### config.mk
export PLATFORM = sky130hd
export DESIGN_NAME = io_device_flat
export DESIGN_NICKNAME = d
export VERILOG_FILES = /design/src/pdp_consts.svh /design/src/bus_pkg.sv /design/src/dev_pkg.sv /design/src/dev_if.sv /design/src/io_device.sv /design/src/flat_wrapper.sv
export SDC_FILE = /design/constraint.sdc
export NUM_CORES = 1
export LEC_CHECK = 0
export BUFFER_PORTS_ARGS = -buffer_cell sky130_fd_sc_hd__buf_2
export CORE_MARGIN = 2
export CORE_UTILIZATION = 44
export CTS_BUF_LIST = sky130_fd_sc_hd__clkbuf_4 sky130_fd_sc_hd__clkbuf_8
export DETAILED_ROUTE_END_ITERATION = 7
export PLACE_DENSITY = 0.77
export SLEW_MARGIN = 30
export SYNTH_ARGS = -nofsm -noshare
export SYNTH_HDL_FRONTEND = slang
export SYNTH_SLANG_ARGS = --single-unit
### constraint.sdc
create_clock -name clk -period 1.4 [get_ports clk]
set_clock_uncertainty 0.2 [all_clocks]
set_input_delay 0.07 -clock clk [delete_from_list [all_inputs] [get_ports clk]]
set_output_delay 0.07 -clock clk [all_outputs]
set_load 0.01 [all_outputs]
### src/pdp_consts.svh
/* PDP-11 bus constants
   address map, RAM depth, device slots and interrupt vectors and priorities */

`ifndef PDP_BUS_CONSTS_SVH
`define PDP_BUS_CONSTS_SVH

// word RAM, upper RAM-region addresses wrap onto these bits
`define RAM_WORDS 4096
`define RAM_AW 12

// top 8 KB of each 64 KB window
`define IOPAGE_MSB 3'b111

// read value where nothing answers
`define UNMAPPED_DATA 16'hffff

`define NUM_DEV 4

// slot 0 csr, 777500 in the 18-bit i/o page
`define DEV_BASE 16'o177500

`define DEV_VEC_BASE 8'o300
`define DEV_IPL_BASE 4

`endif

### src/bus_pkg.sv
/* CPU bus types
   address and data words and the region an access falls into */

`default_nettype none

package bus_pkg;

   // 22-bit physical byte address
   typedef logic [21:0] bus_addr_t;

   typedef logic [15:0] bus_word_t;

   // picked from address bits 21:13
   typedef enum logic [1:0]
   {
      region_ram,
      region_iopage,
      region_none
   } bus_region_t;

endpackage

`default_nettype wire

### src/dev_pkg.sv
/* I/O page device types
   register offsets, CSR bit positions and the interrupt request word */

`default_nettype none

package dev_pkg;

   // even word is csr, odd word is the data buffer
   typedef enum logic
   {
      reg_csr,
      reg_buf
   } dev_reg_t;

   localparam int csr_ie_bit = 6;
   localparam int csr_done_bit = 7;

   typedef struct packed
   {
      logic       pending;
      logic [7:0] ipl;
      logic [7:0] vector;
   } irq_req_t;

endpackage

`default_nettype wire

### src/dev_if.sv
/* device slot interface
   decoder strobes in, register data and interrupt request out, acknowledge back */

`timescale 1ns/1ps
`default_nettype none

interface dev_if;
   import bus_pkg::*;
   import dev_pkg::*;

   logic      sel;
   logic      rd;
   logic      wr;
   logic      byte_op;
   // odd byte address, only meaningful with byte_op
   logic      byte_hi;
   dev_reg_t  reg_sel;
   bus_word_t wdata;

   bus_word_t rdata;
   irq_req_t  irq;

   logic      int_ack;

   modport dec
   (
      output sel, rd, wr, byte_op, byte_hi, reg_sel, wdata
   );

   modport dev
   (
      input  rd, wr, byte_op, byte_hi, reg_sel, wdata, int_ack,
      output rdata, irq
   );

   modport col
   (
      input  sel, rdata, irq,
      output int_ack
   );

endinterface

`default_nettype wire

### src/io_device.sv
/* I/O page register device
   CSR with interrupt enable and done, a data buffer, and a vectored interrupt request */

`timescale 1ns/1ps
`default_nettype none

module io_device
#(
   parameter logic [7:0] dev_vector = 8'o300,
   parameter logic [7:0] dev_ipl = 8'd4
)
(
   input logic clk,
   input logic reset,
   dev_if.dev  bus
);
   import bus_pkg::*;
   import dev_pkg::*;

   logic      csr_ie;
   logic      csr_done;
   bus_word_t buffer;
   bus_word_t csr_word;
   logic      low_lane;

   // ie and done both live in the low byte
   assign low_lane = !bus.byte_op || !bus.byte_hi;

   always_ff @(posedge clk)
   begin
      if (reset)
      begin
         csr_ie <= 1'b0;
         csr_done <= 1'b0;
         buffer <= '0;
      end
      else
      begin
         if (bus.int_ack)
            csr_done <= 1'b0;

         if (bus.wr && bus.reg_sel == reg_buf)
         begin
            if (!bus.byte_op)
               buffer <= bus.wdata;
            else if (bus.byte_hi)
               buffer[15:8] <= bus.wdata[7:0];
            else
               buffer[7:0] <= bus.wdata[7:0];
            csr_done <= 1'b1;
         end

         if (bus.wr && bus.reg_sel == reg_csr && low_lane)
         begin
            csr_ie <= bus.wdata[csr_ie_bit];
            if (!bus.wdata[csr_done_bit])
               csr_done <= 1'b0;
         end
      end
   end

   always_comb
   begin
      csr_word = '0;
      csr_word[csr_ie_bit] = csr_ie;
      csr_word[csr_done_bit] = csr_done;
   end

   // zero when not read, the collector ORs all slots
   assign bus.rdata = !bus.rd ? '0 : (bus.reg_sel == reg_csr) ? csr_word : buffer;

   assign bus.irq = '{pending: csr_done && csr_ie, ipl: dev_ipl, vector: dev_vector};

   a_ack_pending: assert property (@(posedge clk) disable iff (reset)
      bus.int_ack |-> (csr_done && csr_ie))
      else $error("io_device: int_ack without a pending request");

endmodule

`default_nettype wire

### src/flat_wrapper.sv
// flat-port wrapper written by rule: the top's interface ports become plain ports
module io_device_flat import bus_pkg::*; import dev_pkg::*;
#(
   parameter logic [7:0] dev_vector = 8'o300,
   parameter logic [7:0] dev_ipl = 8'd4
)
  (clk, reset, bus_rd, bus_wr, bus_byte_op, bus_byte_hi, bus_reg_sel, bus_wdata, bus_int_ack, bus_rdata, bus_irq);
  dev_if bus_i ();
  input logic clk;
  input logic reset;
  input wire logic [$bits(bus_i.rd)-1:0] bus_rd;
  input wire logic [$bits(bus_i.wr)-1:0] bus_wr;
  input wire logic [$bits(bus_i.byte_op)-1:0] bus_byte_op;
  input wire logic [$bits(bus_i.byte_hi)-1:0] bus_byte_hi;
  input wire logic [$bits(bus_i.reg_sel)-1:0] bus_reg_sel;
  input wire logic [$bits(bus_i.wdata)-1:0] bus_wdata;
  input wire logic [$bits(bus_i.int_ack)-1:0] bus_int_ack;
  output wire logic [$bits(bus_i.rdata)-1:0] bus_rdata;
  output wire logic [$bits(bus_i.irq)-1:0] bus_irq;
  assign bus_i.rd = bus_rd;
  assign bus_i.wr = bus_wr;
  assign bus_i.byte_op = bus_byte_op;
  assign bus_i.byte_hi = bus_byte_hi;
  assign bus_i.reg_sel = bus_reg_sel;
  assign bus_i.wdata = bus_wdata;
  assign bus_i.int_ack = bus_int_ack;
  assign bus_rdata = bus_i.rdata;
  assign bus_irq = bus_i.irq;
  io_device #(.dev_vector(dev_vector), .dev_ipl(dev_ipl)) u_core (.clk(clk), .reset(reset), .bus(bus_i));
endmodule
======== Yosys cells after proc, flatten, opt, wreduce, memory -nomap -nowiden ========
Cells that the tools add are included.
Widths: inputs -> output; s select.
cells by class
  add/subtract/negate cells ............... 0
  eq/ne operators ......................... 2
  muxes and demuxes ....................... 9
  shift operators ......................... 0
  multiply operators ...................... 0
  magnitude comparators ................... 0
  bitwise gates (word level) .............. 1
  reduce and logical (&&, ||, !) cells .... 9
  div/mod/pow operators ................... 0
operators with widths
  operator            number
  $mux 16             3
  $mux 8              2
  $logic_and 1x1->1   4
  $mux 1              4
  $reduce_and 2->1    2
  $logic_not 1->1     2
  $ne 2x1->1 const B  1
  $ne 2x2->1 const B  1
  $logic_or 1x1->1    1
  $not 1->1           1
storage, ports and cells
  register bits after elaboration ......... 18
  memories ................................ 0
  memory bits (read-only) ................. 0
  logic and storage cells ................. 25
  memory bits (writable) .................. 0
  latch bits .............................. 0

======== Longest topological paths before layout ========
Gate-level depths: netlist (run 1).
  word-level depth ........................ 4
  mapped depth ............................ 6
  mapped depth without buffers ............ 3

======== Least setup slack after synthesis (run 1) ========
OpenSTA, ideal clock, no wires.
  path kind ............................... input -> register
  start ................................... input port bus_reg_sel
  end ..................................... register u_core.buffer[13]
  stages .................................. 6
  data arrival time ....................... 789 ps
  setup slack ............................. 272 ps
  cell sequence ........................... buf_6 > and2_1 > buf_6 > buf_4 > a21oi_1 > a211oi_2
on the way
  word-level cells in the longest chain between the ends .. 2
ends and longest elaborated chain
  what                        RTL line            source
  start, declared             flat_wrapper.sv:15  input wire logic [$bits(bus_i.reg_sel)-1:0] bus_reg_sel;
  $logic_and 1x1->1           io_device.sv:42     if (bus.wr && bus.reg_sel == reg_buf)
  $reduce_and 2->1 (no line)  n/a
  end signal, assigned        io_device.sv:45     buffer <= bus.wdata;
  end signal, assigned        io_device.sv:47     buffer[15:8] <= bus.wdata[7:0];
  end, declared               io_device.sv:22     bus_word_t buffer;
No other way between the ends.
A chain may end at the register's enable or synchronous reset.

======== Worst setup path after layout (run 1) ========
  start ................................... input port bus_wr
  end ..................................... register u_core.csr_ie
on the way
  word-level cells in the longest chain between the ends .. 2
ends and longest elaborated chain
  what                             RTL line            source
  start, declared                  flat_wrapper.sv:12  input wire logic [$bits(bus_i.wr)-1:0] bus_wr;
  $logic_and 1x1->1 (2 in series)  io_device.sv:53     if (bus.wr && bus.reg_sel == reg_csr && low_lane)
  end signal, assigned             io_device.sv:55     csr_ie <= bus.wdata[csr_ie_bit];
  end, declared                    io_device.sv:20     logic csr_ie;
No other way between the ends.

==> metrics.log, run 1 <==
INFO  metric antennaDiodeCount = 0
INFO  metric netlist.top_cell.by_area = sky130_fd_sc_hd__dfxtp_1
INFO  metric post-dp-hpwl = 1.99 mm
INFO  metric cpPeakStageDelay = 0.56 ns
INFO  metric crit_buf_inv = 2
INFO  metric ir_worst_vdd = 0.000776 V
INFO  metric die_area = 2980 um^2
INFO  metric count_of_flip_flops_with_a_built_in_enable_after_synthesis = 0
INFO  metric cts_tree = built
INFO  metric grtUsageTotal = 0.219
INFO  metric critical_path.top_delay_family = buffers and inverters
INFO  metric die_w = 54.6 um
INFO  metric routed_wire_length_per_instance = 14.9 um
INFO  metric hold_viol = 0
INFO  metric yosysSeqAreaShare = 0.320
INFO  metric cts_inserted_buffers = 3
INFO  metric cts.root.buffer_cell = sky130_fd_sc_hd__clkbuf_4
INFO  metric r2r_end = u_core.csr_done
INFO  metric initial_utilization = 0.459
INFO  metric grt_max_degree = 19
INFO  metric synthArstFlopShare = 0
INFO  metric finalSetupViolCount = 0
INFO  metric endpoint_kind = register
INFO  metric cap_viol_max_count = 0
INFO  metric std_cell_rows = 18
INFO  metric path_max_fanout = 3
INFO  metric avgViaCountPerCell = 5.29
INFO  metric crit_path_top_delay_cell = sky130_fd_sc_hd__dlygate4sd3_1
INFO  metric tcrit_tclk_final = 0.900
INFO  metric report.final.slew_viol_count = 0
INFO  metric yosys_register_bits = 18
INFO  metric post-cts-setup-buffers = 0
INFO  metric setup_tns = 0 ns
INFO  metric worstReg2RegStart = u_core.csr_done
INFO  metric antenna_found_initial = 0
INFO  metric drive_above_1_share = 0.322
INFO  metric area_delta_synth_final = 29.8%
INFO  metric num-nets-final = 205
INFO  metric leakagePower = 0.724 nW
INFO  metric worstPathCellList = buf_2, dlygate4sd3_1, nand2b_1, or3b_1, a21oi_1
INFO  metric wl_final = 3.13 mm
INFO  metric io_buffer_count = 40
INFO  metric arrival_time_reported_for_the_critical_path_endpoint = 1.30 ns
INFO  metric ys_top_cells_by_area = sky130_fd_sc_hd__dfxtp_1 (32%), sky130_fd_sc_hd__buf_4 (11%), sky130_fd_sc_hd__a211oi_2 (8.9%), sky130_fd_sc_hd__mux2i_1 (8.9%), sky130_fd_sc_hd__and3_1 (7.8%)
INFO  metric grt_first_pass_wirelength = 4.66 mm
INFO  metric detailedRoute.firstPassIterationCount = 4
INFO  metric hold_buffers = 19
INFO  metric worstHoldStart = bus_byte_op
INFO  metric design.portCount = 57
INFO  metric ctsHtreeMaxLevel = 1
INFO  metric min_delay_worst_endpoint = u_core.buffer[15]
INFO  metric cts_max_path_buffers = 2
INFO  metric yosys_warnings = 0
INFO  metric path_class = input pin to register
INFO  metric clock_sink_count = 18
INFO  metric drcViolationCount = 0
INFO  metric placed_cell_area = 1230 um^2
INFO  metric place_congestion = 0.766
INFO  metric synth_cell_type_count = 22
INFO  metric clkTransAtPathRegs = 0.11 ns
INFO  metric critPathRequiredTime = 1.44 ns
INFO  metric grt_setup_unrepaired = no
INFO  metric power-per-cell-area = 790 nW/um^2
INFO  metric critical_path.startpoint_type = input pin
INFO  metric holdCritPathClass = input pin to register
INFO  metric status = completed
INFO  metric syn_area = 1130 um^2
INFO  metric syn_avg_cell_area = 8.87 um^2
INFO  metric cts.repair.resized = 0
INFO  metric post_synth_inst_count = 127
INFO  metric synth_ff_type = sky130_fd_sc_hd__dfxtp_1
INFO  metric final_period_minus_worst_setup_slack = 1.26 ns
INFO  metric drt_iter0_markers = 40
INFO  metric setup.reg_to_reg.worst_slack = 0.45 ns
INFO  metric clk-insertion-delay-late = 0.30 ns
INFO  metric r2r.worst_path.cells = 2
INFO  metric hold-path-cell-count = 3
INFO  metric detailroute.via_count = 1110
INFO  metric final_instance_area = 1460 um^2
INFO  metric post-layout-total-power = 0.00115 W
INFO  metric timing.fmax = 794 MHz
INFO  metric gr-total-overflow = 0
INFO  metric final_antenna_net_count = 0
INFO  metric fp.coreArea = 2450 um^2
INFO  metric die_h = 54.6 um
INFO  metric synthDominantCellAreaShare = 0.320
INFO  metric first_global_vias = 1030
## final cells by class
| class | count | area [um^2] |
|---|---|---|
| tap | 30 | 37.5 |
| fill | 222 | 993 |
| sequential | 18 | 360 |
| timing repair buffer | 62 | 413 |
| multi-input combinational | 96 | 614 |
| clock buffer | 4 | 36.3 |
## state kept, by name, summed over array words and instances, names as in the netlist
register and cells:
u_core.buffer 16, u_core.csr_done 1, u_core.csr_ie 1
## logic make-up (layout without fill, tap and decap cells)
kind of cell,count (synthesis),count (layout),share of synthesized area
DFF,18,18,0.320
muxes,10,10,0.0889
and+or+nand+nor,35,35,0.192
other,2,16,0.00667
AOI/OAI and AO/OA,35,35,0.211
buffers and inverters,27,66,0.181
## per-layer routing
metal | vias to the layer above | GRT usage | wire length (um)
li1 | 524 | - | -
met5 | - | 0 | 0
met1 | 540 | 0.242 | 1350
met4 | 0 | 0.0500 | 34
met3 | 4 | 0.0519 | 145
met2 | 42 | 0.415 | 1600
## power breakdown
part | switching (W) | total [W] | leakage [nW] | internal [W]
logic | 0.000145 | 0.000267 | 0.555 | 0.000122
registers | 0.0000144 | 0.000554 | 0.147 | 0.000540
clock network | 0.000175 | 0.000333 | 0.0210 | 0.000159
total | 0.000334 | 0.00115 | 0.724 | 0.000820
## worst max path at each step
stage / startpoint / end / slack, ns / depth (start not counted)
5_1_grt: u_core.csr_done / bus_rdata[7] / 0.06 / 3
3_5_place_dp: bus_reg_sel / u_core.buffer[10] / 0.13 / 5
6_report: bus_wr / u_core.csr_ie / 0.14 / 5
3_3_place_gp: bus_reg_sel / u_core.buffer[4] / 0.19 / 5
4_1_cts: u_core.csr_ie / bus_rdata[6] / 0.13 / 3
2_1_floorplan: bus_reg_sel / u_core.buffer[13] / 0.27 / 6
## placed cells by master, fill, tap and decap left out
master | synthesis | final
sky130_fd_sc_hd__a21oi_1 | 17 | 17
sky130_fd_sc_hd__clkbuf_8 | 0 | 1
sky130_fd_sc_hd__nor3_1 | 1 | 1
sky130_fd_sc_hd__buf_2 | 1 | 40
sky130_fd_sc_hd__nand2_1 | 2 | 2
sky130_fd_sc_hd__clkbuf_4 | 0 | 3
sky130_fd_sc_hd__nor2b_1 | 2 | 2
sky130_fd_sc_hd__dlygate4sd3_1 | 0 | 19
sky130_fd_sc_hd__nand2b_4 | 1 | 1
sky130_fd_sc_hd__o21ai_0 | 9 | 9
sky130_fd_sc_hd__and2_1 | 2 | 2
sky130_fd_sc_hd__a211oi_2 | 8 | 8
sky130_fd_sc_hd__buf_4 | 17 | 3
sky130_fd_sc_hd__or3b_1 | 1 | 1
sky130_fd_sc_hd__and2_4 | 1 | 1
sky130_fd_sc_hd__and2_2 | 1 | 1
sky130_fd_sc_hd__conb_1 | 2 | 16
sky130_fd_sc_hd__mux2i_1 | 10 | 10
sky130_fd_sc_hd__dfxtp_1 | 18 | 18
sky130_fd_sc_hd__nand3_1 | 8 | 8
sky130_fd_sc_hd__nand2b_1 | 2 | 2
sky130_fd_sc_hd__a211oi_1 | 1 | 1
sky130_fd_sc_hd__and3_1 | 14 | 14
## metrics by stage
step / hold slack, ns / util / std cells / setup WS, ns
3_5_place_dp: 0.160 / 0.503 / 187 / 0.133
4_1_cts: 0.0255 / 0.595 / 210 / 0.135
5_1_grt: 0.0192 / 0.595 / 210 / 0.0609
3_3_place_gp: 0.154 / 0.503 / 187 / 0.188
6_report: 0.0207 / 0.595 / 210 / 0.140
2_1_floorplan: 0.0177 / - / 141 / 0.272
## cells in the mapped netlist (4+ instances only)
cell,count
sky130_fd_sc_hd__buf_4,17
sky130_fd_sc_hd__nand3_1,8
sky130_fd_sc_hd__mux2i_1,10
sky130_fd_sc_hd__buf_6,5
sky130_fd_sc_hd__clkbuf_1,4
sky130_fd_sc_hd__and3_1,14
sky130_fd_sc_hd__o21ai_0,9
sky130_fd_sc_hd__dfxtp_1,18
sky130_fd_sc_hd__a211oi_2,8
sky130_fd_sc_hd__a21oi_1,17
## worst reg2reg max path: cells and delay by family (launching register included)
family	cells	cell delay [ns]
and+or+nand+nor	1	0.07
DFF	1	0.37
AOI/OAI and AO/OA	1	0.23
Power figures use the tool's default switching activity.
==> run 2, diff against run 1 <==
--- a/config.mk
+++ b/config.mk
@@ -7,10 +7,10 @@
 export LEC_CHECK = 0
 export BUFFER_PORTS_ARGS = -buffer_cell sky130_fd_sc_hd__buf_2
 export CORE_MARGIN = 2
-export CORE_UTILIZATION = 44
-export CTS_BUF_LIST = sky130_fd_sc_hd__clkbuf_4 sky130_fd_sc_hd__clkbuf_8
+export CORE_UTILIZATION = 47
+export CTS_BUF_LIST = sky130_fd_sc_hd__clkbuf_8
 export DETAILED_ROUTE_END_ITERATION = 7
-export PLACE_DENSITY = 0.77
+export PLACE_DENSITY = 0.81
 export SLEW_MARGIN = 30
 export SYNTH_ARGS = -nofsm -noshare
 export SYNTH_HDL_FRONTEND = slang
==> metrics.log, run 2 (synthesized netlist as in run 1, its figures left out) <==
INFO  metric hold_viol = 0 (unchanged)
INFO  metric tcrit_tclk_final = 0.876 (-0.0235)
INFO  metric final_util = 0.632 (+0.0366)
INFO  metric final_period_minus_worst_setup_slack = 1.23 ns (-0.0329 ns)
INFO  metric post-cts-setup-buffers = 0 (unchanged)
INFO  metric first_global_vias = 1034 (+0.39%)
INFO  metric crit_buf_inv = 2 (unchanged)
INFO  metric status = completed
INFO  metric report.final.slew_viol_count = 0 (unchanged)
INFO  metric hold_buffers = 12 (-7)
INFO  metric power-per-cell-area = 820 nW/um^2 (+3.8%)
INFO  metric io_buffer_count = 40 (unchanged)
INFO  metric holdCritPathClass = input pin to register
INFO  metric timing.fmax = 815 MHz (+2.7%)
INFO  metric drive_above_1_share = 0.333 (+0.0111)
INFO  metric cap_viol_max_count = 0 (unchanged)
INFO  metric design.portCount = 57 (unchanged)
INFO  metric cts.repair.resized = 0 (unchanged)
INFO  metric antennaDiodeCount = 0 (unchanged)
INFO  metric critPathRequiredTime = 1.38 ns (-0.06 ns)
INFO  metric grtUsageTotal = 0.216 (-0.00368)
INFO  metric grt_setup_unrepaired = no
INFO  metric layout.cells.most_common_list = sky130_fd_sc_hd__buf_2 (40), sky130_fd_sc_hd__dfxtp_1 (18), sky130_fd_sc_hd__a21oi_1 (17)
INFO  metric cts_tree = built
INFO  metric post-dp-hpwl = 1.86 mm (-6.6%)
INFO  metric wl_final = 2.78 mm (-11%)
INFO  metric hold_slack = 0.0139 ns (-0.00689 ns)
INFO  metric critical_path.startpoint_type = input pin
INFO  metric arrival_time_reported_for_the_critical_path_endpoint = 1.21 ns (-0.09 ns)
INFO  metric clock_sink_count = 18 (unchanged)
INFO  metric place.detailed.instances = 186 (-0.53%)
INFO  metric clkTransAtPathRegs = 0.06 ns (-0.05 ns)
INFO  metric fin_cells = 202 (-3.8%)
INFO  metric cts_max_path_buffers = 2 (unchanged)
INFO  metric final_antenna_net_count = 0 (unchanged)
INFO  metric num-nets-final = 200 (-2.4%)
INFO  metric setup_tns = 0 ns (unchanged)
INFO  metric grt_first_pass_wirelength = 4.42 mm (-5.2%)
INFO  metric area_delta_synth_final = 25.3%
INFO  metric initial_utilization = 0.504 (+0.0455)
INFO  metric largest_reg_flops = 16 (unchanged)
INFO  metric place_congestion = 0.744 (-2.8%)
INFO  metric fp.coreArea = 2230 um^2 (-9.0%)
INFO  metric ctsHtreeMaxLevel = 1 (unchanged)
INFO  metric detailedRoute.firstPassIterationCount = 4 (unchanged)
INFO  metric gr-total-overflow = 0 (unchanged)
INFO  metric largest-register = u_core.buffer
INFO  metric std_cell_rows = 17 (-1)
INFO  metric die_area = 2800 um^2 (-5.9%)
INFO  metric grt_max_degree = 19 (unchanged)
INFO  metric post-layout-total-power = 0.00116 W (+0.20%)
INFO  metric avgViaCountPerCell = 5.15 (-2.5%)
INFO  metric clk-insertion-delay-late = 0.25 ns (-0.05 ns)
INFO  metric worstPathCellList = dlygate4sd3_1, buf_2, or3b_1, a21oi_1
INFO  metric path_max_fanout = 3 (unchanged)
INFO  metric endpoint_kind = register
INFO  metric drcViolationCount = 0 (unchanged)
INFO  metric ir_worst_vdd = 0.000723 V (-6.8%)
INFO  metric drt_iter0_markers = 29 (-28%)
INFO  metric antenna_found_initial = 0 (unchanged)
INFO  metric cts.root.buffer_cell = sky130_fd_sc_hd__clkbuf_8
INFO  metric die_w = 53.0 um (-3.0%)
INFO  metric reg_top3 = u_core.buffer: 16 flops, u_core.csr_done: 1 flops, u_core.csr_ie: 1 flops
INFO  metric cpPeakStageDelay = 0.51 ns (-0.05 ns)
INFO  metric detailroute.via_count = 1041 (-6.2%)
INFO  metric routed_wire_length_per_instance = 13.7 um (-7.9%)
INFO  metric die_h = 53.0 um (-3.0%)
INFO  metric finalSetupViolCount = 0 (unchanged)
INFO  metric leakagePower = 0.704 nW (-2.7%)
INFO  metric mostFrequentLayoutCell = sky130_fd_sc_hd__buf_2
INFO  metric critical_path.top_delay_family = buffers and inverters
INFO  metric cts_inserted_buffers = 3 (unchanged)
INFO  metric crit_path_top_delay_cell = sky130_fd_sc_hd__dlygate4sd3_1
INFO  metric path_class = input pin to register
## run 2: cell types whose count changed in the layout (fill, tap and decap cells not counted), sizes merged
cell | before | now
buf | 43 | 44
clkbuf | 4 | 3
dlygate4sd3 | 19 | 13
## run 2: stage by stage
step,cell area (um^2),worst slack (ns)
after floorplan,1180,0.272
after global placement,1240,0.210
final,1410,0.173
after CTS,1400,0.174
after detailed placement,1240,0.151
after global routing,1410,0.123
## run 2: worst paths after layout
kind | startpoint | endpoint | slack (ns) | cells past startpoint
setup / recovery | bus_wdata[6] | u_core.csr_ie | 0.17 | 4
hold / removal | bus_wdata[8] | u_core.buffer[8] | 0.01 | 3
setup reg to reg | u_core.csr_done | u_core.csr_done | 0.45 | 2
hold reg to reg | u_core.buffer[7] | u_core.buffer[7] | 0.28 | 2
## run 2: where the power goes
| part | switching [W] | leakage, nW | internal [W] |
|---|---|---|---|
| sequential | 0.0000135 | 0.147 | 0.000540 |
| clock | 0.000160 | 0.0216 | 0.000191 |
| combinational | 0.000140 | 0.535 | 0.000113 |
| total | 0.000313 | 0.704 | 0.000844 |
## run 2: area by class of cell
cell class / instances / area, um^2
multi-input cells: 96 / 614
clock buffers: 3 / 41.3
fillers: 191 / 822
well taps: 28 / 35.0
flip-flops and latches: 18 / 360
repair buffers: 57 / 360
## run 2: worst reg2reg max path: stages, from the launching register on
cell	delay, ns
sky130_fd_sc_hd__dfxtp_1	0.35
sky130_fd_sc_hd__nand2b_1	0.07
sky130_fd_sc_hd__a211oi_1	0.24
## run 2: per-layer routing
layer / share of wire / GRT usage / vias to the layer above
li1: - / - / 511
met1: 0.42 / 0.252 / 471
met2: 0.50 / 0.383 / 55
met3: 0.062 / 0.0537 / 4
met4: 0.014 / 0.0641 / 0
met5: 0 / 0 / -
==> run 3, diff against run 2 <==
--- a/config.mk
+++ b/config.mk
@@ -6,6 +6,7 @@
 export NUM_CORES = 1
 export LEC_CHECK = 0
 export BUFFER_PORTS_ARGS = -buffer_cell sky130_fd_sc_hd__buf_2
+export CORE_ASPECT_RATIO = 0.8
 export CORE_MARGIN = 2
 export CORE_UTILIZATION = 47
 export CTS_BUF_LIST = sky130_fd_sc_hd__clkbuf_8
==> metrics.log, run 3 (synthesized netlist as in run 1, its figures left out) <==
INFO  metric status = complete, but fails checks
INFO  metric violations = DRC
INFO  metric hold_viol = 0 (unchanged)
INFO  metric drcViolationCount = 4 (+4)
INFO  metric hold_slack = 0.00812 ns (-0.00573 ns)
INFO  metric leakagePower = 0.689 nW (-2.2%)
INFO  metric die_area = 2810 um^2 (about the same)
INFO  metric cts.root.buffer_cell = sky130_fd_sc_hd__clkbuf_8
INFO  metric cts.repair.resized = 0 (unchanged)
INFO  metric post-cts-setup-buffers = 0 (unchanged)
INFO  metric cts_max_path_buffers = 2 (unchanged)
INFO  metric clk-insertion-delay-late = 0.25 ns (about the same)
INFO  metric relSlewSlack = 0.601
INFO  metric detailroute.via_count = 1043 (+0.19%)
INFO  metric cts_tree = built
INFO  metric io_buffer_count = 40 (unchanged)
INFO  metric antennaDiodeCount = 0 (unchanged)
INFO  metric final_period_minus_worst_setup_slack = 1.22 ns (-0.00981 ns)
INFO  metric fin_cells = 195 (-3.5%)
INFO  metric largest-register = u_core.buffer
INFO  metric post-layout-total-power = 0.00122 W (+5.0%)
INFO  metric critPathRequiredTime = 1.13 ns (-0.25 ns)
INFO  metric cap_viol_max_count = 0 (unchanged)
INFO  metric gr-total-overflow = 0 (unchanged)
INFO  metric place.detailed.instances = 181 (-2.7%)
INFO  metric grt_first_pass_wirelength = 4.44 mm (+0.47%)
INFO  metric holdCritPathClass = input pin to register
INFO  metric cts_inserted_buffers = 3 (unchanged)
INFO  metric endpoint_kind = output port
INFO  metric antenna_found_initial = 0 (unchanged)
INFO  metric place_congestion = 0.818 (+9.9%)
INFO  metric tcrit_tclk_final = 0.869 (-0.00701)
INFO  metric ir_worst_vdd = 0.000578 V (-20%)
INFO  metric finalSetupViolCount = 0 (unchanged)
INFO  metric path_class = register to output port
INFO  metric routed_wire_length_per_instance = 14.2 um (+3.3%)
INFO  metric timing.fmax = 822 MHz (+0.81%)
INFO  metric wl_final = 2.77 mm (-0.32%)
INFO  metric clkTransAtPathRegs = 0.07 ns (about the same)
INFO  metric mostFrequentLayoutCell = sky130_fd_sc_hd__buf_2
INFO  metric reg_top3 = u_core.buffer: 16 flops, u_core.csr_done: 1 flops, u_core.csr_ie: 1 flops
INFO  metric largest_reg_flops = 16 (unchanged)
INFO  metric initial_utilization = 0.508 (+0.00427)
INFO  metric post-dp-hpwl = 1.83 mm (-1.7%)
INFO  metric drt_iter0_markers = 18 (-38%)
INFO  metric ctsHtreeMaxLevel = 1 (unchanged)
INFO  metric final_antenna_net_count = 0 (unchanged)
INFO  metric num-nets-final = 195 (-2.5%)
INFO  metric std_cell_rows = 15 (-2)
INFO  metric critical_path.startpoint_type = register
INFO  metric grt_max_degree = 19 (unchanged)
INFO  metric report.final.slew_viol_count = 0 (unchanged)
INFO  metric grt_setup_unrepaired = no
INFO  metric drive_above_1_share = 0.335 (+0.00196)
INFO  metric worst_pin_slew = 0.599 ns
INFO  metric detailedRoute.firstPassIterationCount = 6 (+2)
INFO  metric first_global_vias = 997 (-3.6%)
INFO  metric final_util = 0.621 (-0.0105)
INFO  metric area_delta_synth_final = 22.2%
INFO  metric clock_sink_count = 18 (unchanged)
INFO  metric die_w = 58.7 um (+11%)
INFO  metric die_h = 47.8 um (-9.8%)
INFO  metric grtUsageTotal = 0.210 (-0.00532)
INFO  metric path_max_fanout = 3 (unchanged)
INFO  metric power-per-cell-area = 883 nW/um^2 (+7.7%)
INFO  metric arrival_time_reported_for_the_critical_path_endpoint = 0.95 ns (-0.26 ns)
INFO  metric design.portCount = 57 (unchanged)
INFO  metric layout.cells.most_common_list = sky130_fd_sc_hd__buf_2 (40), sky130_fd_sc_hd__dfxtp_1 (18), sky130_fd_sc_hd__a21oi_1 (17)
INFO  metric fp.coreArea = 2210 um^2 (-0.84%)
INFO  metric avgViaCountPerCell = 5.35 (+3.8%)
==> run 3: cell types whose count changed in the layout (fill, tap and decap cells not counted) <==
| cell | delta |
|---|---|
| sky130_fd_sc_hd__dlygate4sd3_1 | -3 |
| sky130_fd_sc_hd__buf_4 | -2 |
| sky130_fd_sc_hd__clkbuf_8 | +1 |
==> run 3: layer usage <==
layer / GRT usage / up-vias / part of all wire
met4: 0.0818 / 0 / 0.021
met1: 0.279 / 477 / 0.45
met3: 0.0351 / 9 / 0.076
met5: 0 / - / 0
met2: 0.349 / 54 / 0.45
li1: - / 503 / -
==> run 3: worst max-delay path, stage by stage (launching register included) <==
cell	delay, ns
sky130_fd_sc_hd__dfxtp_1	0.36
sky130_fd_sc_hd__mux2i_1	0.08
sky130_fd_sc_hd__nor2b_1	0.12
sky130_fd_sc_hd__buf_2	0.14
==> run 3: path summary, 6_finish.rpt <==
kind,slack (ns),end,cells past startpoint,start
worst max-delay path,0.18,bus_rdata[7],3,u_core.csr_done
worst min register to register,0.29,u_core.buffer[0],2,u_core.buffer[0]
worst max register to register,0.50,u_core.buffer[9],2,u_core.buffer[9]
worst min-delay path,0.008,u_core.buffer[13],3,bus_wdata[13]
==> run 3: layout make-up <==
cell class	instances	area [um^2]
clock buffers	4	55.1
fillers	185	838
multi-input cells	96	614
flip-flops and latches	18	360
well taps	25	31.3
repair buffers	52	315
==> run 3: stage by stage <==
step           setup WS [ns]  setup TNS, ns  instance area [um^2]
2_1_floorplan          0.272              0                  1180
3_3_place_gp          0.0156              0                  1220
3_5_place_dp         -0.0339         -0.230                  1220
4_1_cts                0.203              0                  1380
5_1_grt                0.125              0                  1380
6_report               0.183              0                  1380
==> run 3: repair_timing <==
| action | in CTS | in global routing |
|---|---|---|
| hold buffers | 10 | 0 |
| endpoints found under the setup margin | 0 | 0 |
| endpoints found under the hold margin | 11 | 0 |
==> run 3: report_power, final <==
part	switching [W]	total [W]	leakage, nW	internal, W
clock network	0.000170	0.000420	0.0288	0.000250
registers	0.0000145	0.000554	0.147	0.000540
logic	0.000137	0.000241	0.513	0.000103
